===== src/common/ramio_settings.svh =====
/*
 * ramio sizes
 * burst RAM address width, cache geometry and derived widths
 */
`ifndef RAMIO_SETTINGS_SVH
`define RAMIO_SETTINGS_SVH

// burst RAM byte address width
`define RAMIO_RAM_ADDR_BITS 21

// cache geometry: 16 lines of 4 beats, 64 bits per beat
`define RAMIO_LINE_INDEX_BITS 4
`define RAMIO_BEATS 4
`define RAMIO_BEAT_BITS 2         // log2 of RAMIO_BEATS
`define RAMIO_LINE_OFFSET_BITS 5  // 32 bytes per line

// what is left of the byte address for the tag
`define RAMIO_TAG_BITS (`RAMIO_RAM_ADDR_BITS - `RAMIO_LINE_INDEX_BITS - `RAMIO_LINE_OFFSET_BITS)

`endif


===== src/common/ramio_pkg.sv =====
/*
 * ramio_pkg
 * access types of the core side and the line, tag and index types of the cache
 */
`default_nettype none
`include "ramio_settings.svh"

package ramio_pkg;

  // ------------------------------------------------------------------------
  // core side access types
  // ------------------------------------------------------------------------

  // bit 2 set means zero extension
  typedef enum logic [2:0] {
    rd_none   = 3'b000,
    rd_byte   = 3'b001,
    rd_half   = 3'b010,
    rd_word   = 3'b011,
    rd_byte_u = 3'b101,
    rd_half_u = 3'b110
  } read_type_e;

  typedef enum logic [1:0] {
    wr_none = 2'b00,
    wr_byte = 2'b01,
    wr_half = 2'b10,
    wr_word = 2'b11
  } write_type_e;

  // ------------------------------------------------------------------------
  // cache types
  // ------------------------------------------------------------------------

  typedef logic [63:0] beat_t;                                // one burst beat
  typedef logic [`RAMIO_TAG_BITS-1:0] tag_t;
  typedef logic [`RAMIO_LINE_INDEX_BITS-1:0] index_t;
  typedef logic [`RAMIO_BEAT_BITS-1:0] beat_sel_t;            // beat within a line
  typedef logic [`RAMIO_BEAT_BITS:0] word_sel_t;              // 32-bit word within a line

endpackage

`default_nettype wire


===== src/design/byte_lane.sv =====
/*
 * byte_lane
 * load extraction with sign or zero extension, and store lane
 * replication with byte enables, for aligned accesses
 */
`timescale 1ns/100ps
`default_nettype none

module byte_lane (
  input  wire  ramio_pkg::read_type_e  read_type,
  input  wire  ramio_pkg::write_type_e write_type,
  input  wire  [1:0]                   byte_offset,
  input  wire  [31:0]                  line_word,
  input  wire  [31:0]                  data_in,
  output logic [31:0]                  load_data,
  output logic [31:0]                  store_word,
  output logic [3:0]                   store_mask
);

  logic [31:0] shifted;  // addressed byte or half moved to bit 0
  logic        signed_load;

  // --------------------------------------------------------------------------
  // loads
  // --------------------------------------------------------------------------

  assign shifted     = line_word >> {byte_offset, 3'b000};
  assign signed_load = ~read_type[2];  // bit 2 marks the unsigned kinds

  always_comb begin
    case (read_type[1:0])
      2'b01:   load_data = {{24{signed_load & shifted[7]}}, shifted[7:0]};
      2'b10:   load_data = {{16{signed_load & shifted[15]}}, shifted[15:0]};
      2'b11:   load_data = line_word;  // word, offset is 0
      default: load_data = 32'h0;      // no read
    endcase
  end

  // --------------------------------------------------------------------------
  // stores
  // --------------------------------------------------------------------------

  always_comb begin
    store_word = data_in;
    store_mask = 4'b0000;
    case (write_type)
      ramio_pkg::wr_byte: begin
        store_word = {4{data_in[7:0]}};  // every lane carries the byte
        store_mask = 4'b0001 << byte_offset;
      end
      ramio_pkg::wr_half: begin
        store_word = {2{data_in[15:0]}};
        store_mask = byte_offset[1] ? 4'b1100 : 4'b0011;  // upper or lower half
      end
      ramio_pkg::wr_word: begin
        store_mask = 4'b1111;
      end
      default: begin
        store_mask = 4'b0000;  // no write
      end
    endcase
  end

endmodule

`default_nettype wire


===== config.mk =====
export PLATFORM = sky130hd
export DESIGN_NAME = byte_lane
export DESIGN_NICKNAME = d
export VERILOG_FILES = /design/src/common/ramio_pkg.sv /design/src/design/byte_lane.sv
export VERILOG_INCLUDE_DIRS = /design/src /design/src/common
export SDC_FILE = /design/constraint.sdc
export NUM_CORES = 1
export LEC_CHECK = 0
export BUFFER_PORTS_ARGS = -buffer_cell sky130_fd_sc_hd__buf_4
export CORE_MARGIN = 3
export CORE_UTILIZATION = 39
export DETAILED_ROUTE_END_ITERATION = 10
export MAX_ROUTING_LAYER = met4
export PLACE_DENSITY_LB_ADDON = 0.2
export SYNTH_ARGS = -nofsm -noshare
export SYNTH_HDL_FRONTEND = slang
export SYNTH_SLANG_ARGS = --single-unit

===== constraint.sdc =====
create_clock -name vclk -period 3.35
set_input_delay 0.8375 -clock vclk [all_inputs]
set_output_delay 0.8375 -clock vclk [all_outputs]
set_load 0.03 [all_outputs]

### Word level (Yosys, flattened, before mapping)

Cells that the tools add are included.
W data, S select, Z words.

* latch bits: 0
* memory bits (read-only): 0
* output and inout bits: 68
* bits in registers: 0
* logic and storage cells: 15
* RAM bits: 0
* input bits: 71
* memories kept: 0

* add/sub/neg operators: 0
* $lt $le $gt $ge: 0
* mux-type cells: 4
* equal/unequal tests: 6
* divide/modulo/power cells: 0
* shift operators: 2
* reductions and logical operators: 0
* multipliers: 0
* bitwise operators: 3

Operator list (count)
* $pmux W32 S3: 1
* $pmux W32 S2: 1
* $shr A32 B5 Y16: 1
* $pmux W4 S3: 1
* $eq A2 B2 Y1 const B: 4
* $eq A2 B1 Y1 const B: 2
* $mux W4: 1
* $shl A1 B2 Y4 const A: 1
* $and A1 B1 Y1: 2
* $not A1 Y1: 1

### Logic depth before layout (Yosys ltp)

Gate-level depths: netlist (run 1).

* depth in word-level cells: 3
* gate-level depth with buffers: 6
* mapped depth without buffers: 5

### Worst setup path before layout (run 1)

No wires, ideal clock.

* kind: input -> output
* start: input port read_type[1]
* end: output port load_data[0]
* setup slack: -0.596 ns
* arrival: 3.109 ns
* buffers on the path: 2
* cell stages on the path: 4
* data required time: 2.513 ns
* path through: clkbuf_1 > clkbuf_1 > o221ai_1 > a2111oi_0

* longest elaborated chain between the ends: 2
* elaborated cells on any way between the ends: 4
* classes of those cells: eq/ne (3); mux (1)

RTL lines
* start: declaration: RTL line byte_lane.sv:10 `input wire ramio_pkg::read_type_e read_type,`
* $eq A2 B2 Y1 / $eq A2 B1 Y1 (equally long branches): RTL line byte_lane.sv:31 `case (read_type[1:0])`
* $pmux W32 S3 (*): RTL line byte_lane.sv:31
* end: declaration: RTL line byte_lane.sv:15 `output logic [31:0] load_data,`

Every way passes the cells marked *; elsewhere a longest branch is shown, timed or not.

### Final worst setup path (run 1)

* start: input port byte_offset[0]
* end: output port load_data[17]

* longest elaborated chain between the ends: 3
* elaborated cells on any way between the ends: 4
* classes of those cells: shift (1); mux (1); bitwise (2)

RTL lines
* start: declaration: RTL line byte_lane.sv:12 `input wire [1:0] byte_offset,`
* $shr A32 B5 Y16 (*): RTL line byte_lane.sv:27 `assign shifted = line_word >> {byte_offset, 3'b000};`
* $and A1 B1 Y1 (on tied branches): RTL line byte_lane.sv:33, byte_lane.sv:32
* $pmux W32 S3 (*): RTL line byte_lane.sv:31

Marks and branches as above.

==> results of run 1 <==
-- layout make-up --
class              instances  share of cell area, %
multi-input cells        179                   51.2
repair buffers           152                   44.5
well taps                 46                   2.24
inverters                 14                   2.05
-- metrics by stage --
stage / total power [mW] / cell area, sq um
floorplan: 0.346 / 1530
global placement: 0.572 / 2560
detailed placement: 0.579 / 2560
CTS: 0.580 / 2560
global route: 0.616 / 2560
finish: 0.580 / 2560
-- routing by layer --
layer	up-vias	part of all wire, %	global-route usage (%)
li1	1107	-	-
met1	1065	36	30.0
met2	137	53	49.1
met3	16	8.8	1.97
met4	0	1.9	7.69
met5	-	0	-
-- power groups by stage --
| stage | sequential (mW) | combinational, mW | clock, mW |
|---|---|---|---|
| after floorplan | 0 | 0.346 | 0 |
| final | 0 | 0.580 | 0 |
| after global placement | 0 | 0.572 | 0 |
| after CTS | 0 | 0.580 | 0 |
| after detailed placement | 0 | 0.579 | 0 |
| after global routing | 0 | 0.616 | 0 |
-- cells in the final DEF, fill, tap and decap left out, drive strengths merged --
cell	Yosys	routed
ha	4	4
mux2	8	8
or3b	1	1
nor2b	4	4
a221o	7	7
a311oi	1	1
a211oi	6	6
nor2	14	14
a22oi	9	9
nor4b	2	2
a21o	8	8
or4b	1	1
nand3	32	32
o21ai	3	3
o22ai	8	8
mux4	1	1
and2	1	1
and4b	1	1
mux2i	1	1
buf	17	152
or2	2	2
a31oi	1	1
nand2b	3	3
a2111oi	1	1
o32ai	6	6
clkinv	1	1
o221ai	7	7
inv	13	13
nor3	1	1
o21a	1	1
a22o	15	15
nand2	11	11
a21oi	19	19
-- critical path, cell delays in order --
cell and delay, ns:
buf_4 0.09, buf_4 0.25, mux2_2 0.39, a22oi_1 0.20
buf_4 0.24, nand3_1 0.09, buf_4 0.17
-- Yosys cell counts, drive strengths merged --
cell type / instances / area share (%)
inv: 13 / 3.3
a21o: 8 / 4.0
a2111oi: 1 / 0.59
o22ai: 8 / 3.3
ha: 4 / 3.3
nand2b: 3 / 1.3
nor2b: 4 / 1.7
o21ai: 3 / 1.0
nor2: 14 / 3.5
buf: 17 / 7.1
nor4b: 2 / 1.6
o221ai: 7 / 4.1
mux4: 1 / 1.5
a31oi: 1 / 0.42
clkbuf: 16 / 4.0
o21a: 1 / 0.50
a22oi: 9 / 4.5
and2: 1 / 0.42
a22o: 15 / 8.8
a221o: 7 / 4.7
nand2: 11 / 2.8
nor3: 1 / 0.33
and4b: 1 / 0.67
o32ai: 6 / 3.5
clkinv: 1 / 0.25
nand3: 32 / 14
a211oi: 6 / 3.0
or2: 2 / 0.84
or4b: 1 / 0.67
mux2i: 1 / 0.67
a311oi: 1 / 0.59
or3b: 1 / 0.59
mux2: 8 / 6.0
a21oi: 19 / 6.4
-- final timing paths --
| path | slack, ns | depth (start not counted) | end | startpoint |
|---|---|---|---|---|
| setup / recovery | 0.23 | 7 | load_data[17] | byte_offset[0] |
| hold / removal | 1.92 | 2 | store_word[3] | data_in[3] |
-- cell families (layout without fill, tap and decap cells) --
kind of cell	Yosys count	in the layout	synth area share, %
AO/OA/AOI/OAI	92	92	45.4
AND/OR/NAND/NOR	73	73	28.4
buffers and inverters	47	166	14.6
multiplexers	10	10	8.20
adder cells (fa/ha/maj)	4	4	3.35
==> results.toml, run 1 <==
[placement]
place_ws_ns = 0.233
io_buffers = 139
dp_hpwl_mm = 5.17
place_congestion = 0.914
dpl.cell_count = 391

[power_and_ir_drop]
vdd_drop_max_mv = 0.150
combinationalPowerShare_pct = 100.0
pwr-share-seq_pct = 0
clock_power_share_pct = 0
cellLeakagePower_nw = 1.37
p_switching_mw = 0.338
internal-power_mw = 0.242
p_per_area_nw_per_um2 = 226
swShare_pct = 58.4

[logic_synthesis]
mappedNetlistArea_sq_um = 1500
seq_area_frac_synth_pct = 0
synth_nets = 301
avgSynthCellArea_sq_um = 6.62
ys_types = 40
syn-instance-count = 226
yosys_warnings = 0

[layout]
clkbuf_count = 0
nFlopsAndLatches = 0
post-route-util_pct = 72.8
area_growth_pct = 71.5
layout.cells.non_filler = 391
seqCellArea_sq_um = 0
fillers = 328
drive_above_1_share_pct = 52.8
multi_input_area_sq_um = 1310
diodes = 0
nets = 422

[floorplanning]
die_x_um = 67.9
pin_count = 139
dieHeight_um = 67.9
core_area_sq_um = 3520
start_util_pct = 42.5
die_area_sq_um = 4610
rows = 21

[global_routing]
overflow = 0
grt_max_degree = 37
antenna_found_initial = 0
grt_pass1_vias = 2209
grt_pass1_wl_mm = 9.59
grt_usage_pct = 26.4

[critical_path]
end_kind = "output pin"
cp-start-kind = "input port"
arrival_ns = 2.29
worstPathRequired_ns = 2.51
worst-path-max-fanout = 23
crit_type = "input port to output pin"

[sta]
grt_setup_unrepaired = "false"
slew_viol_final = 0
final.min_clock_period_ns = 3.12
finalCritPeriodShare_pct = 93.2
layout_setup_ws_ns = 0.227
finalSetupTns_ns = 0
whs_ns = 1.92
relSlewSlack_pct = 69.9
setup_viol = 0
hold_violations = 0
max_freq_mhz = 320
worst_slew_pin_slew_ns = 0.451

[job]
maxCapViolations = 0

[run_status]
status = "finished, final reports clean"

[detailed_routing]
avgRoutedWirePerCell_um = 16.2
wl_mm = 6.34
drt_iter0_drc = 216
antenna_left = 0
firstDrtPassIters = 5
vias_per_cell = 5.95
drcViolationCount = 0
num_vias = 2325

[cts]
cts_hold_buf = 0
cts_resized = 0
post_cts_buffers = 0

[min_path]
worstHoldPathType = "input port to output pin"
No activity file was read; power rests on OpenSTA's default activity.
==> inputs of run 2 (changes only) <==
- CORE_UTILIZATION: 39 -> 36
- clock period: 3.35 -> 2.7 ns (I/O delays scaled with it)
==> run 2 against run 1 <==
  * Critical endpoint is now load_data[28]
  * Largest cell class is now non-clock buffers
  * Global-route usage fell by 1.0 points
  * Total power rose by 39%
  * Via count rose by 4.1%
  * Worst setup slack got worse by 0.28 ns
  * Utilization rose by 3.9 points
  * Flip-flop and latch count did not move
  * The run now ends with negative setup slack left
  * Die area rose by 7.6%
  * Hold slack got worse by 0.32 ns
==> results.toml, run 2 (synthesized netlist as in run 1, its figures left out) <==
[run_status]
status = "finished with violations"
violations = "negative setup slack"

[power_and_ir_drop]
swShare_pct = 55.8
vdd_drop_max_mv = 0.169
total_power_mw = 0.808
clock_power_share_pct = 0
p_per_area_nw_per_um2 = 275
pwr-share-seq_pct = 0
combinationalPowerShare_pct = 100.0
internal-power_mw = 0.357
cellLeakagePower_nw = 1.54
p_switching_mw = 0.451

[layout]
post-route-util_pct = 76.7
drive_above_1_share_pct = 56.6
nFlopsAndLatches = 0
area_growth_pct = 96.4
diodes = 0
layout.cells.non_filler = 414
mostFrequentLayoutCells = "buf_4 (145), buf_6 (25), nand3_1 (21), a21oi_1 (19), a22o_1 (15)"
final_common_cell = "buf_4"
seqCellArea_sq_um = 0
clkbuf_count = 0
nets = 443
fillers = 301

[detailed_routing]
drt-met1-wl_mm = 2.61
num_vias = 2420
drt_iter0_drc = 108
antenna_left = 0
drcViolationCount = 0
wl_mm = 7.07
vias_per_cell = 5.85
met2WireLength_mm = 3.65
highest_layer = "met4"
firstDrtPassIters = 4
route.met3.wl_um = 707
avgRoutedWirePerCell_um = 17.1

[global_routing]
grt_pass1_wl_mm = 10.6
antenna_found_initial = 0
grt_max_degree = 24
grt_pass1_vias = 2157
overflow = 0
grt_usage_pct = 25.3

[job]
maxCapViolations = 0

[min_path]
worstHoldPathType = "input port to output pin"

[critical_path]
end_kind = "output pin"
arrival_ns = 2.08
worst-path-max-fanout = 4
cp-start-kind = "input port"
crit_type = "input port to output pin"
worstPathRequired_ns = 2.03

[floorplanning]
die_x_um = 70.4
core_area_sq_um = 3830
rows = 22
die_area_sq_um = 4960
pin_count = 139
dieHeight_um = 70.4
start_util_pct = 39.1

[placement]
place_ws_ns = -0.0705
dp_hpwl_mm = 5.45
io_buffers = 139
dpl.cell_count = 412
place_congestion = 0.934

[sta]
layout_setup_ws_ns = -0.0509
hold_violations = 0
slew_viol_final = 0
setup_viol = 7
grt_setup_unrepaired = "true"
final.min_clock_period_ns = 2.75
finalSetupTns_ns = -0.172
finalCritPeriodShare_pct = 102
relSlewSlack_pct = 66.0
max_freq_mhz = 364
worst_slew_pin_slew_ns = 0.509

[cts]
cts_hold_buf = 0
-- run 2: cell types whose count changed in the layout (fill, tap and decap cells not counted), moves of 2 or more --
cell	change
buf_4	-7
buf_6	+25
a211oi_4	+6
buf_12	+2
a211oi_2	-6
-- run 2: layer usage --
layer / vias to the layer above / track usage [%]
li1: 1145 / -
met1: 1132 / 31.7
met2: 135 / 45.5
met3: 8 / 2.30
met4: 0 / 2.34
met5: - / -
-- run 2: power by group through the flow --
stage	sequential (mW)	combinational, mW	clock, mW
final	0	0.808	0
after global routing	0	0.853	0
after detailed placement	0	0.764	0
after global placement	0	0.757	0
after floorplan	0	0.450	0
after CTS	0	0.781	0
-- run 2: what timing repair did --
action,CTS,global route
resized for setup,11,22
buffers inserted,2,1
endpoints found under the setup margin,23,24
pin swaps,0,1
-- run 2: layout make-up --
type	instances	area [sq um]	area share (%)
Inverter	14	52.6	1.79
Multi-Input combinational cell	179	1400	47.6
Tap cell	48	60.1	2.05
Timing Repair Buffer	173	1430	48.5
-- run 2: worst paths after layout --
| path | from | to | slack [ns] | cells after the start |
|---|---|---|---|---|
| worst min-delay path | data_in[1] | store_word[1] | 1.60 | 2 |
| worst max-delay path | byte_offset[0] | load_data[28] | -0.05 | 6 |
-- run 2: worst max-delay path: stages --
cell and delay, ns:
buf_6 0.10, mux4_2 0.37, or4b_4 0.50, buf_4 0.17, nand3_1 0.11, buf_6 0.15
-- run 2: stage by stage --
| stage | area (sq um) | hold slack, ns |
|---|---|---|
| 6_report | 2940 | 1.60 |
| 4_1_cts | 2850 | 1.60 |
| 5_1_grt | 2940 | 1.61 |
| 3_3_place_gp | 2790 | 1.60 |
| 2_1_floorplan | 1600 | 1.48 |
| 3_5_place_dp | 2790 | 1.60 |
