`config.mk`:
```
export PLATFORM = sky130hd
export DESIGN_NAME = ramio_ctrl_flat
export DESIGN_NICKNAME = d
export VERILOG_FILES = /design/src/common/ramio_pkg.sv /design/src/common/line_if.sv /design/src/ramio/ramio_ctrl.sv /design/src/flat_wrapper.sv
export VERILOG_INCLUDE_DIRS = /design/src /design/src/common
export SDC_FILE = /design/constraint.sdc
export NUM_CORES = 1
export LEC_CHECK = 0
export BUFFER_PORTS_ARGS = -buffer_cell sky130_fd_sc_hd__buf_2
export CAP_MARGIN = 40
export CORE_AREA = 3 3 108 110
export DETAILED_ROUTE_END_ITERATION = 8
export DIE_AREA = 0 0 111 113
export SYNTH_ARGS = -nofsm -noshare
export SYNTH_HDL_FRONTEND = slang
export SYNTH_SLANG_ARGS = --single-unit
```
`constraint.sdc`:
```
create_clock -name clk -period 4.6 [get_ports clk]
set_input_delay 0.23 -clock clk [delete_from_list [all_inputs] [get_ports clk]]
set_output_delay 0.23 -clock clk [all_outputs]
set_load 0.05 [all_outputs]
```
`src/common/ramio_settings.svh`:
```
/*
 * ramio sizes
 * burst RAM address width, cache geometry and derived widths
 */
`ifndef RAMIO_SETTINGS_SVH
`define RAMIO_SETTINGS_SVH

// burst RAM byte address width
`define RAMIO_RAM_ADDR_BITS 21

// cache geometry: 16 lines of 4 beats, 64 bits per beat
`define RAMIO_LINE_INDEX_BITS 4
`define RAMIO_BEATS 4
`define RAMIO_BEAT_BITS 2         // log2 of RAMIO_BEATS
`define RAMIO_LINE_OFFSET_BITS 5  // 32 bytes per line

// what is left of the byte address for the tag
`define RAMIO_TAG_BITS (`RAMIO_RAM_ADDR_BITS - `RAMIO_LINE_INDEX_BITS - `RAMIO_LINE_OFFSET_BITS)

`endif

```
`src/common/ramio_pkg.sv`:
```
/*
 * ramio_pkg
 * access types of the core side and the line, tag and index types of the cache
 */
`default_nettype none
`include "ramio_settings.svh"

package ramio_pkg;

  // ------------------------------------------------------------------------
  // core side access types
  // ------------------------------------------------------------------------

  // bit 2 set means zero extension
  typedef enum logic [2:0] {
    rd_none   = 3'b000,
    rd_byte   = 3'b001,
    rd_half   = 3'b010,
    rd_word   = 3'b011,
    rd_byte_u = 3'b101,
    rd_half_u = 3'b110
  } read_type_e;

  typedef enum logic [1:0] {
    wr_none = 2'b00,
    wr_byte = 2'b01,
    wr_half = 2'b10,
    wr_word = 2'b11
  } write_type_e;

  // ------------------------------------------------------------------------
  // cache types
  // ------------------------------------------------------------------------

  typedef logic [63:0] beat_t;                                // one burst beat
  typedef logic [`RAMIO_TAG_BITS-1:0] tag_t;
  typedef logic [`RAMIO_LINE_INDEX_BITS-1:0] index_t;
  typedef logic [`RAMIO_BEAT_BITS-1:0] beat_sel_t;            // beat within a line
  typedef logic [`RAMIO_BEAT_BITS:0] word_sel_t;              // 32-bit word within a line

endpackage

`default_nettype wire

```
`src/common/line_if.sv`:
```
/*
 * line_if
 * bundle between the cache controller and the line store
 */
`timescale 1ns/100ps
`default_nettype none

interface line_if;

  // from the controller
  ramio_pkg::index_t index;          // line under access
  ramio_pkg::tag_t tag;              // tag of the request
  ramio_pkg::beat_sel_t beat;        // burst beat, fill and drain
  logic fill_en;                     // write a fill beat
  logic mark_clean;                  // last fill beat, line becomes valid
  ramio_pkg::word_sel_t store_offset;  // word of the line for load and store
  logic [3:0] store_en;              // byte enables of a store merge
  logic [31:0] store_word;

  // from the store
  logic hit;
  logic dirty;                       // line at index needs write-back
  ramio_pkg::tag_t victim_tag;
  logic [31:0] line_word;            // word at store_offset

  modport ctrl (
    output index, tag, beat, fill_en, mark_clean, store_offset, store_en, store_word,
    input  hit, dirty, victim_tag, line_word
  );

  modport store (
    input  index, tag, beat, fill_en, mark_clean, store_offset, store_en, store_word,
    output hit, dirty, victim_tag, line_word
  );

endinterface

`default_nettype wire

```
`src/ramio/ramio_ctrl.sv`:
```
/*
 * ramio_ctrl
 * registers a core request and sequences lookup, write-back of a dirty
 * victim, line fill and the final serve of the access
 */
`timescale 1ns/100ps
`default_nettype none
`include "ramio_settings.svh"

module ramio_ctrl (
  input  wire                             clk,
  input  wire                             reset,
  input  wire                             enable,
  input  wire  ramio_pkg::read_type_e     read_type,
  input  wire  ramio_pkg::write_type_e    write_type,
  input  wire  [31:0]                     address,
  input  wire  [31:0]                     data_in,
  output logic                            busy,
  output logic                            data_out_ready,
  output logic                            br_cmd,
  output logic                            br_cmd_en,
  output logic [`RAMIO_RAM_ADDR_BITS-1:0] br_addr,
  input  wire                             br_rd_data_valid,
  output logic                            cnt_start,
  output logic                            cnt_advance,
  input  wire                             cnt_last,
  input  wire  ramio_pkg::beat_sel_t      cnt_beat,
  output ramio_pkg::read_type_e           req_read_type,   // to byte_lane
  output ramio_pkg::write_type_e          req_write_type,
  output logic [1:0]                      req_offset,
  output logic [31:0]                     req_data,
  input  wire  [31:0]                     store_word,      // from byte_lane
  input  wire  [3:0]                      store_mask,
  line_if.ctrl                            line
);

  typedef enum logic [2:0] {
    st_idle, st_lookup, st_write_back, st_fill_request, st_fill, st_serve
  } state_e;

  state_e state, state_next;
  logic [`RAMIO_RAM_ADDR_BITS-1:0] req_addr;
  logic accept;     // request taken this cycle
  logic serve_now;  // line present, access completes this cycle

  // --------------------------------------------------------------------------
  // request register
  // --------------------------------------------------------------------------

  assign accept = enable & ~busy;

  always_ff @(posedge clk) begin
    if (accept) begin
      req_addr       <= address[`RAMIO_RAM_ADDR_BITS-1:0];  // upper bits ignored
      req_read_type  <= read_type;
      req_write_type <= write_type;
      req_data       <= data_in;
    end
  end

  assign req_offset = req_addr[1:0];

  // request fields toward the store
  assign line.index        = req_addr[`RAMIO_LINE_OFFSET_BITS +: `RAMIO_LINE_INDEX_BITS];
  assign line.tag          = req_addr[`RAMIO_RAM_ADDR_BITS-1 -: `RAMIO_TAG_BITS];
  assign line.store_offset = req_addr[`RAMIO_LINE_OFFSET_BITS-1:2];
  assign line.beat         = cnt_beat;
  assign line.store_word   = store_word;

  // --------------------------------------------------------------------------
  // state machine
  // --------------------------------------------------------------------------

  always_ff @(posedge clk) begin
    if (reset) state <= st_idle;
    else state <= state_next;
  end

  // serve also checks hit, the tag was written on the last fill beat
  assign serve_now = (state == st_lookup || state == st_serve) && line.hit;

  always_comb begin
    state_next  = state;
    cnt_start   = 1'b0;
    cnt_advance = 1'b0;
    case (state)
      st_idle: if (accept) state_next = st_lookup;
      st_lookup, st_serve: begin
        if (serve_now) state_next = accept ? st_lookup : st_idle;  // back to back ok
        else if (line.dirty) begin
          state_next = st_write_back;
          cnt_start  = 1'b1;  // beat 0 with the write command
        end else state_next = st_fill_request;
      end
      st_write_back: begin
        cnt_advance = 1'b1;  // one beat per cycle, no back-pressure
        if (cnt_last) state_next = st_fill_request;
      end
      st_fill_request: begin
        cnt_start  = 1'b1;
        state_next = st_fill;
      end
      st_fill: begin
        cnt_advance = br_rd_data_valid;
        if (br_rd_data_valid && cnt_last) state_next = st_serve;
      end
      default: state_next = st_idle;
    endcase
  end

  // --------------------------------------------------------------------------
  // outputs
  // --------------------------------------------------------------------------

  assign busy           = ~(state == st_idle || serve_now);
  assign data_out_ready = serve_now && req_read_type != ramio_pkg::rd_none;
  assign line.store_en  = serve_now ? store_mask : 4'b0000;  // merge, marks dirty

  assign line.fill_en    = state == st_fill && br_rd_data_valid;
  assign line.mark_clean = line.fill_en && cnt_last;

  // write command goes out with beat 0 on br_wr_data
  assign br_cmd_en = (state == st_write_back && cnt_beat == '0) || state == st_fill_request;
  assign br_cmd    = state == st_write_back;
  assign br_addr   = {(state == st_write_back) ? line.victim_tag : line.tag, line.index,
                      {`RAMIO_LINE_OFFSET_BITS{1'b0}}};

endmodule

`default_nettype wire

```
`src/flat_wrapper.sv`:
```
// flat-port wrapper written by rule: the top's interface ports become plain ports
module ramio_ctrl_flat 
  (clk, reset, enable, read_type, write_type, address, data_in, busy, data_out_ready, br_cmd, br_cmd_en, br_addr, br_rd_data_valid, cnt_start, cnt_advance, cnt_last, cnt_beat, req_read_type, req_write_type, req_offset, req_data, store_word, store_mask, line_index, line_tag, line_beat, line_fill_en, line_mark_clean, line_store_offset, line_store_en, line_store_word, line_hit, line_dirty, line_victim_tag, line_line_word);
  line_if line_i ();
  input  wire clk;
  input  wire reset;
  input  wire enable;
  input  wire  ramio_pkg::read_type_e read_type;
  input  wire  ramio_pkg::write_type_e write_type;
  input  wire  [31:0] address;
  input  wire  [31:0] data_in;
  output logic busy;
  output logic data_out_ready;
  output logic br_cmd;
  output logic br_cmd_en;
  output logic [`RAMIO_RAM_ADDR_BITS-1:0] br_addr;
  input  wire br_rd_data_valid;
  output logic cnt_start;
  output logic cnt_advance;
  input  wire cnt_last;
  input  wire  ramio_pkg::beat_sel_t cnt_beat;
  output ramio_pkg::read_type_e req_read_type;
  output ramio_pkg::write_type_e req_write_type;
  output logic [1:0] req_offset;
  output logic [31:0] req_data;
  input  wire  [31:0] store_word;
  input  wire  [3:0] store_mask;
  output wire logic [$bits(line_i.index)-1:0] line_index;
  output wire logic [$bits(line_i.tag)-1:0] line_tag;
  output wire logic [$bits(line_i.beat)-1:0] line_beat;
  output wire logic [$bits(line_i.fill_en)-1:0] line_fill_en;
  output wire logic [$bits(line_i.mark_clean)-1:0] line_mark_clean;
  output wire logic [$bits(line_i.store_offset)-1:0] line_store_offset;
  output wire logic [$bits(line_i.store_en)-1:0] line_store_en;
  output wire logic [$bits(line_i.store_word)-1:0] line_store_word;
  input wire logic [$bits(line_i.hit)-1:0] line_hit;
  input wire logic [$bits(line_i.dirty)-1:0] line_dirty;
  input wire logic [$bits(line_i.victim_tag)-1:0] line_victim_tag;
  input wire logic [$bits(line_i.line_word)-1:0] line_line_word;
  assign line_index = line_i.index;
  assign line_tag = line_i.tag;
  assign line_beat = line_i.beat;
  assign line_fill_en = line_i.fill_en;
  assign line_mark_clean = line_i.mark_clean;
  assign line_store_offset = line_i.store_offset;
  assign line_store_en = line_i.store_en;
  assign line_store_word = line_i.store_word;
  assign line_i.hit = line_hit;
  assign line_i.dirty = line_dirty;
  assign line_i.victim_tag = line_victim_tag;
  assign line_i.line_word = line_line_word;
  ramio_ctrl u_core (.clk(clk), .reset(reset), .enable(enable), .read_type(read_type), .write_type(write_type), .address(address), .data_in(data_in), .busy(busy), .data_out_ready(data_out_ready), .br_cmd(br_cmd), .br_cmd_en(br_cmd_en), .br_addr(br_addr), .br_rd_data_valid(br_rd_data_valid), .cnt_start(cnt_start), .cnt_advance(cnt_advance), .cnt_last(cnt_last), .cnt_beat(cnt_beat), .req_read_type(req_read_type), .req_write_type(req_write_type), .req_offset(req_offset), .req_data(req_data), .store_word(store_word), .store_mask(store_mask), .line(line_i));
endmodule
```
## Word level (Yosys, flattened, before mapping)

Index checks and enable logic that the tools add are counted.

| storage, ports and cells | value |
|---|---|
| output and inout port bits | 125 |
| bits of input ports | 158 |
| word-level logic and storage cells | 42 |
| flip-flop bits (word level) | 61 |

| operators by class | value |
|---|---|
| bitwise operators | 2 |
| reduce and logical (&&, ||, !) cells | 14 |
| eq/ne operators | 8 |
| multiplexer cells | 13 |

Operator list:

| kind | number |
|---|---|
| case mux 3 bit (5 select lines) | 1 |
| 2-to-1 mux 12 bit | 1 |
| 2-to-1 mux 3 bit | 4 |
| == test 3 x 2 -> 1 bit, second input constant | 2 |
| == test 3 bit, second input constant | 2 |
| logical AND 1 bit | 6 |
| != test 2 x 1 -> 1 bit, second input constant | 3 |
| 2-to-1 mux 1 bit | 4 |
| 2-to-1 mux 4 bit | 1 |
| case mux 1 bit (2 select lines) | 2 |
| == test 3 x 1 -> 1 bit, second input constant | 1 |
| zero test 3 bit | 1 |
| logical OR 1 bit | 3 |
| AND reduction 3 bit | 1 |
| nonzero test 3 bit | 1 |
| zero test 2 bit | 1 |
| OR reduction 2 bit | 1 |
| AND 1 bit | 1 |
| inverter 1 bit | 1 |

## Longest topological paths before layout

Gate-level depths: netlist of run 1.

| logic depth | value |
|---|---|
| word-level depth | 8 |
| gate-level depth with buffers | 6 |
| mapped depth without buffers | 3 |

## Worst setup path after synthesis of run 1

Ideal clock, no wire load.

| timing path | value |
|---|---|
| kind | register to register |
| start | register u_core.state[2] |
| end | register u_core.req_addr[0], enable pin |
| arrival time | 3.418 ns |
| required time | 4.126 ns |
| cell stages (with the launch flop) | 4 |
| setup slack | 0.707 ns |
| period minus slack after synthesis | 3.893 ns |
| path buffers | 0 |
| cells stage by stage | dfxtp_1 -> or2_2 -> a21o_2 -> nor2_1 |

| on the way | value |
|---|---|
| longest elaborated chain between the ends | 5 |
| elaborated cells on any way between the ends | 7 |
| those cells by class | eq/ne (2); bitwise (1); reduce/logical (4) |

RTL lines:

| what | RTL line | RTL |
|---|---|---|
| start, declared | ramio_ctrl.sv:41 | `state_e state, state_next;` |
| start signal, assigned | ramio_ctrl.sv:75 | `if (reset) state <= st_idle;` |
| start signal, assigned | ramio_ctrl.sv:76 | `else state <= state_next;` |
| == test 3 x 1 -> 1 bit or == test 3 bit (tied branches) | ramio_ctrl.sv:80 | `assign serve_now = (state == st_lookup \|\| state == st_serve) && line.hit;` |
| logical OR 1 bit | ramio_ctrl.sv:80 |  |
| logical AND 1 bit | ramio_ctrl.sv:80 |  |
| logical OR 1 bit * | ramio_ctrl.sv:115 | `assign busy = ~(state == st_idle \|\| serve_now);` |
| AND 1 bit * | ramio_ctrl.sv:50 | `assign accept = enable & ~busy;` |
| end signal, assigned | ramio_ctrl.sv:54 | `` req_addr <= address[`RAMIO_RAM_ADDR_BITS-1:0]; `` |
| end, declared | ramio_ctrl.sv:42 | `` logic [`RAMIO_RAM_ADDR_BITS-1:0] req_addr; `` |

Mark *: on every way between the ends. The rest lies on a longest branch, timed or not.
A chain may end at the register's enable or synchronous reset.

## Worst setup path after layout of run 1

| timing path | value |
|---|---|
| start | register u_core.state[0] |
| end | register u_core.req_data[20], enable pin |

| on the way | value |
|---|---|
| longest elaborated chain between the ends | 5 |
| elaborated cells on any way between the ends | 7 |
| those cells by class | eq/ne (2); bitwise (1); reduce/logical (4) |

RTL lines:

| what | RTL line | RTL |
|---|---|---|
| == test 3 x 1 -> 1 bit or == test 3 bit (tied branches) | ramio_ctrl.sv:80 |  |
| logical OR 1 bit | ramio_ctrl.sv:80 |  |
| logical AND 1 bit | ramio_ctrl.sv:80 |  |
| logical OR 1 bit * | ramio_ctrl.sv:115 |  |
| AND 1 bit * | ramio_ctrl.sv:50 |  |
| end signal, assigned | ramio_ctrl.sv:57 | `req_data <= data_in;` |
| end, declared | ramio_ctrl.sv:31 | `output logic [31:0] req_data,` |

Marked as above.

==> results.ini, run 1 <==
[pwr]
power.density_mw_per_mm2 = 543
peakVddDrop_uv = 219
p_leak_nw = 1.54

[cts]
htreeDepth = 3
cts_setup_buffers = 0
clk_latency_ps = 330
ctsRootBufferMaster = clkbuf_8
clock_sinks = 61
cts_resized = 0
clk_pin_slew_ps = 70
cts_tree = yes
cts_hold_buffers = 0
cts_made_buffers = 9
cts_max_path_buffers = 2

[layout]
layout_commonest_cell = buf_2
antenna_cells = 0
final_cell_area_mm2 = 0.00344
syn_to_final_growth_pct = 34.4
num-nets-final = 454
stdcell_count = 441
final_layout_size_suffix_gt1_frac = 0.678
layout_common_cells = 170 x buf_2, 58 x edfxtp_1, 9 x clkbuf_8

[logic_synthesis]
syn-instance-count = 156
yosys.area.top_type = edfxtp_1
netlist_area_mm2 = 0.00256
yosysTopAreaCellShare = 0.681
synth_area_per_cell_um2 = 16.4
synth.distinct_cells = 29
synth_seq_cells = 61
ys_warn_count = 0
synth_area_leaders = edfxtp_1 68%, buf_4 13%, mux2_4 4.1%
yosysSeqAreaShare = 0.704

[sta]
fmax_mhz = 417
finalSetupViolCount = 0
report.final.slew_viol_count = 0
rsz0062_at_grt = no
timing_hold_violations_final = 0
fin_tns_setup_ps = 0
whs_ps = 63.2
worstMarginPinSlew_ps = 815
fin_crit_sh = 0.521
post-route-min-period_ps = 2400
fin_skew_ps = 7.31
timing.slew.headroom = 0.455

[critical_path]
required_ps = 4600
crit_fanout = 30
end_kind = flop
cp_slowest_cell = nor2_4
arrival_ps = 2390
slowest_delay_ps = 620
path_class = flop to flop
start_kind = flop
crit_path_cell_trace = or2_2 -> a21o_2 -> nor2_4 -> buf_4
reg2regPathDepth = 4

[route]
drt_iter0_drc = 52
drc = 0
num_vias = 1703
drtPass1Iterations = 4
routedWlPerCell_um = 14.6
viasPerCell = 3.86
wl_mm = 6.42
ant_nets = 0

[placed_design]
dp_cells = 425
place_congestion = 0.756
dp_hpwl_mm = 5.07
dpl_cell_area_mm2 = 0.00325
io_buffers = 170

[status]
status = finished, final reports clean

[floorplan]
ios = 283
rows = 38
start_util = 0.237
die_y_um = 113
die-area_mm2 = 0.0125
dieWidth_um = 111
coreArea_mm2 = 0.0108

[global_routing]
grt_overflow_total = 0
antenna_found_initial = 0
grt_util_all_layers = 0.101
grt_first_pass_wirelength_mm = 9.54
grt_max_degree = 31
grt_pass1_vias = 1819

[worst_hold_path]
hp-class = primary input to flop
min_path_cells = 1

[job]
cap_violations = 0

[path summary, 6_finish.rpt]
kind / slack, ps / end / startpoint
hold reg to reg: 570 / u_core.state[2] / u_core.state[2]
setup / recovery: 2200 / u_core.req_data[20] / u_core.state[0]
hold / removal: 60 / u_core.req_read_type[0] / read_type[0]
setup reg to reg: 2200 / u_core.req_data[20] / u_core.state[0]
[metal layers]
metal	GRT usage	vias up	part of all wire	wire (µm)
li1	-	794	-	-
met1	0.0957	771	0.33	2120
met2	0.160	102	0.48	3110
met3	0.0529	36	0.13	820
met4	0.0854	0	0.057	368
met5	0	-	0	0
[synth_stat cells, drive strengths merged]
cell type and count:
nand2b 3, o2111a 1, buf 46, edfxtp 58, a21o 1, a21oi 2
conb 1, a2111oi 1, dfxtp 3, a31oi 1, nand3b 1, o31a 2
inv 2, mux2 12, nand3 1, nor2b 1, o21ai 1, o21a 2
nor3 1, nor2 5, and3 1, or2 2, and2 6, nand2 2
[power breakdown]
part / internal, W / switching (W)
clock: 0.000247 / 0.000209
sequential: 0.000707 / 0.0000315
combinational: 0.000151 / 0.000521
[layout make-up]
class	instances	area (µm²)
timing repair buffer	171	858
fill	1073	7350
sequential	61	1800
clock buffer	9	124
multi-input combinational	51	407
clock inverter	7	66.3
tap	140	175
inverter	2	7.51
[sequential cells by signal, indices dropped and copies added, names as in the netlist]
register and cells:
u_core.req_write_type 2, u_core.req_data 32, u_core.req_read_type 3, u_core.req_addr 21, u_core.state 3
[worst max-delay path: cells and delay by family, from the launching register on]
family / cells / cell delay, ps
AO/OA/AOI/OAI: 1 / 220
AND/OR/NAND/NOR: 2 / 950
flip-flops: 1 / 370
buffers and inverters: 1 / 480
[cell families after synthesis]
kind of cell           count (synthesis)  share of synthesized area
AOI/OAI and AO/OA                     11                     0.0328
DFF                                   61                      0.704
and+or+nand+nor                       23                     0.0528
muxes                                 12                     0.0631
buffers and inverters                 48                      0.146
other                                  1                    0.00147
[stage by stage]
stage | power (W) | utilization | setup slack, ps
6_report | 0.00187 | 0.319 | 2200
3_3_place_gp | 0.00143 | 0.301 | 2200
5_1_grt | 0.00195 | 0.319 | 2000
4_1_cts | 0.00190 | 0.319 | 2130
3_5_place_dp | 0.00143 | 0.301 | 2160
2_1_floorplan | 0.00137 | - | 707
No activity file was read; power rests on OpenSTA's default activity.
==> run 2: changes to the inputs <==
- CORE_AREA: 3 3 108 110 -> 3 3 110 112
- DIE_AREA: 0 0 111 113 -> 0 0 113 115
- clock period: 4.6 -> 2.2 ns (I/O delays scaled with it)
==> results.ini, run 2 (same netlist as run 1, synthesis figures left out) <==
[floorplan]
rows = 39  ; +2.6%
ios = 283  ; unchanged
start_util = 0.226  ; -0.0111
die_y_um = 115  ; +1.8%
die-area_mm2 = 0.0130  ; +3.6%
dieWidth_um = 113  ; +1.8%
coreArea_mm2 = 0.0113  ; +4.9%

[critical_path]
path_buf_inv = 2  ; +1
cp_slowest_cell = mux2_2
crit_path_cell_trace = inv_1 -> and2_4 -> mux2_2 -> buf_2
slowest_delay_ps = 380  ; -240 ps
crit_family = multiplexers
required_ps = 2090  ; -2510 ps
crit_fanout = 15  ; -50%
end_kind = primary output
start_kind = flop
path_class = flop to primary output
arrival_ps = 1740  ; -650 ps

[sta]
rsz0062_at_grt = no
timing_hold_violations_final = 0  ; unchanged
fin_tns_setup_ps = 0  ; unchanged
fmax_mhz = 542
fin_skew_ps = 6.98  ; -0.325 ps
finalSetupViolCount = 0  ; unchanged
post-route-min-period_ps = 1850
fin_crit_sh = 0.839
report.final.slew_viol_count = 0  ; unchanged

[cts]
clk_pin_slew_ps = 50  ; -20 ps
cts_setup_buffers = 0  ; unchanged
cts_made_buffers = 9  ; unchanged
clock_sinks = 61  ; unchanged
ctsRootBufferMaster = clkbuf_16
cts_hold_buffers = 59  ; +59
cts_max_path_buffers = 2  ; unchanged
cts_tree = yes
htreeDepth = 3  ; unchanged
cts_resized = 0  ; unchanged
clk_latency_ps = 330  ; about the same

[layout]
num-nets-final = 515  ; +13%
syn_to_final_growth_pct = 65.3
reg.largest.list = u_core.req_data: 32 flops, u_core.req_addr: 21 flops
largest_register = u_core.req_data
layout_common_cells = 170 x buf_2, 59 x dlygate4sd3_1, 58 x edfxtp_1
final_layout_size_suffix_gt1_frac = 0.572  ; -0.106
layout_commonest_cell = buf_2
stdcell_count = 506  ; +15%
largest_reg_flops = 32  ; unchanged

[route]
num_vias = 1964  ; +15%
viasPerCell = 3.88  ; +0.51%
drc = 0  ; unchanged
drtPass1Iterations = 4  ; unchanged
ant_nets = 0  ; unchanged
drt_iter0_drc = 56  ; +7.7%
routedWlPerCell_um = 15.3  ; +4.8%
wl_mm = 7.72  ; +20%

[pwr]
peakVddDrop_uv = 559  ; +160%
p_leak_nw = 1.88  ; +22%
finalPower_w = 0.00472  ; +150%
power.density_mw_per_mm2 = 1120  ; +110%

[worst_hold_path]
hp-class = primary input to flop

[placed_design]
dp_hpwl_mm = 5.21  ; +2.8%
place_congestion = 0.726  ; -3.9%
io_buffers = 170  ; unchanged
dp_cells = 430  ; +1.2%

[global_routing]
grt_max_degree = 43  ; +39%
grt_util_all_layers = 0.118  ; +0.0173
grt_pass1_vias = 2111  ; +16%
grt_overflow_total = 0  ; unchanged
antenna_found_initial = 1  ; +1
grt_first_pass_wirelength_mm = 11.4  ; +19%

[job]
cap_violations = 0  ; unchanged

[status]
status = finished, final reports clean

-- run 2: changes by cell type in the layout (fill, tap and decap cells not counted), moves of 2 or more --
cell           delta
dlygate4sd3_1    +59
clkbuf_16         +9
clkbuf_8          -9
clkinv_2          -3
bufinv_16         +2
-- run 2: power by group --
group          total [W]  switching, W  internal [W]  leakage [nW]
logic            0.00154       0.00113      0.000414          1.13
registers        0.00153     0.0000569       0.00148         0.575
clock network    0.00164      0.000531       0.00111         0.170
total            0.00472       0.00171       0.00300          1.88
-- run 2: final cells by class --
type	count	area [µm²]
Fill cell	1084	7090
Clock buffer	9	225
Antenna cell	1	2.50
Multi-Input combinational cell	51	415
Timing Repair Buffer	232	1480
Tap cell	143	179
Clock inverter	7	121
Inverter	2	7.51
Sequential cell	61	1800
-- run 2: layer usage --
metal,share of wire,GRT usage,wire length (µm)
met1,0.35,0.122,2720
met2,0.48,0.192,3730
met3,0.12,0.0574,963
met4,0.040,0.0745,308
met5,0,0,0
-- run 2: per-stage QoR --
step / area, µm² / hold WS, ps / setup WS [ps] / util
floorplan: 2590 / 172 / 10.6 / -
global placement: 3290 / 221 / 585 / 0.291
detailed placement: 3290 / 221 / 585 / 0.291
CTS: 4230 / 156 / 289 / 0.373
global route: 4230 / 194 / 213 / 0.373
finish: 4230 / 167 / 353 / 0.374
-- run 2: final timing paths --
| kind | from | endpoint | slack [ps] | cells after the start |
|---|---|---|---|---|
| setup reg to reg | u_core.state[0] | u_core.req_addr[19] | 610 | 4 |
| hold / removal | line_dirty | u_core.state[0] | 170 | 4 |
| setup / recovery | u_core.state[0] | br_addr[19] | 350 | 4 |
| hold reg to reg | u_core.state[2] | u_core.state[2] | 510 | 2 |
-- run 2: worst register-to-register path, stage by stage, from the launching register on --
cell	delay [ps]
dfxtp_1	360
or2_4	280
a21o_4	220
nor2_4	140
buf_4	270
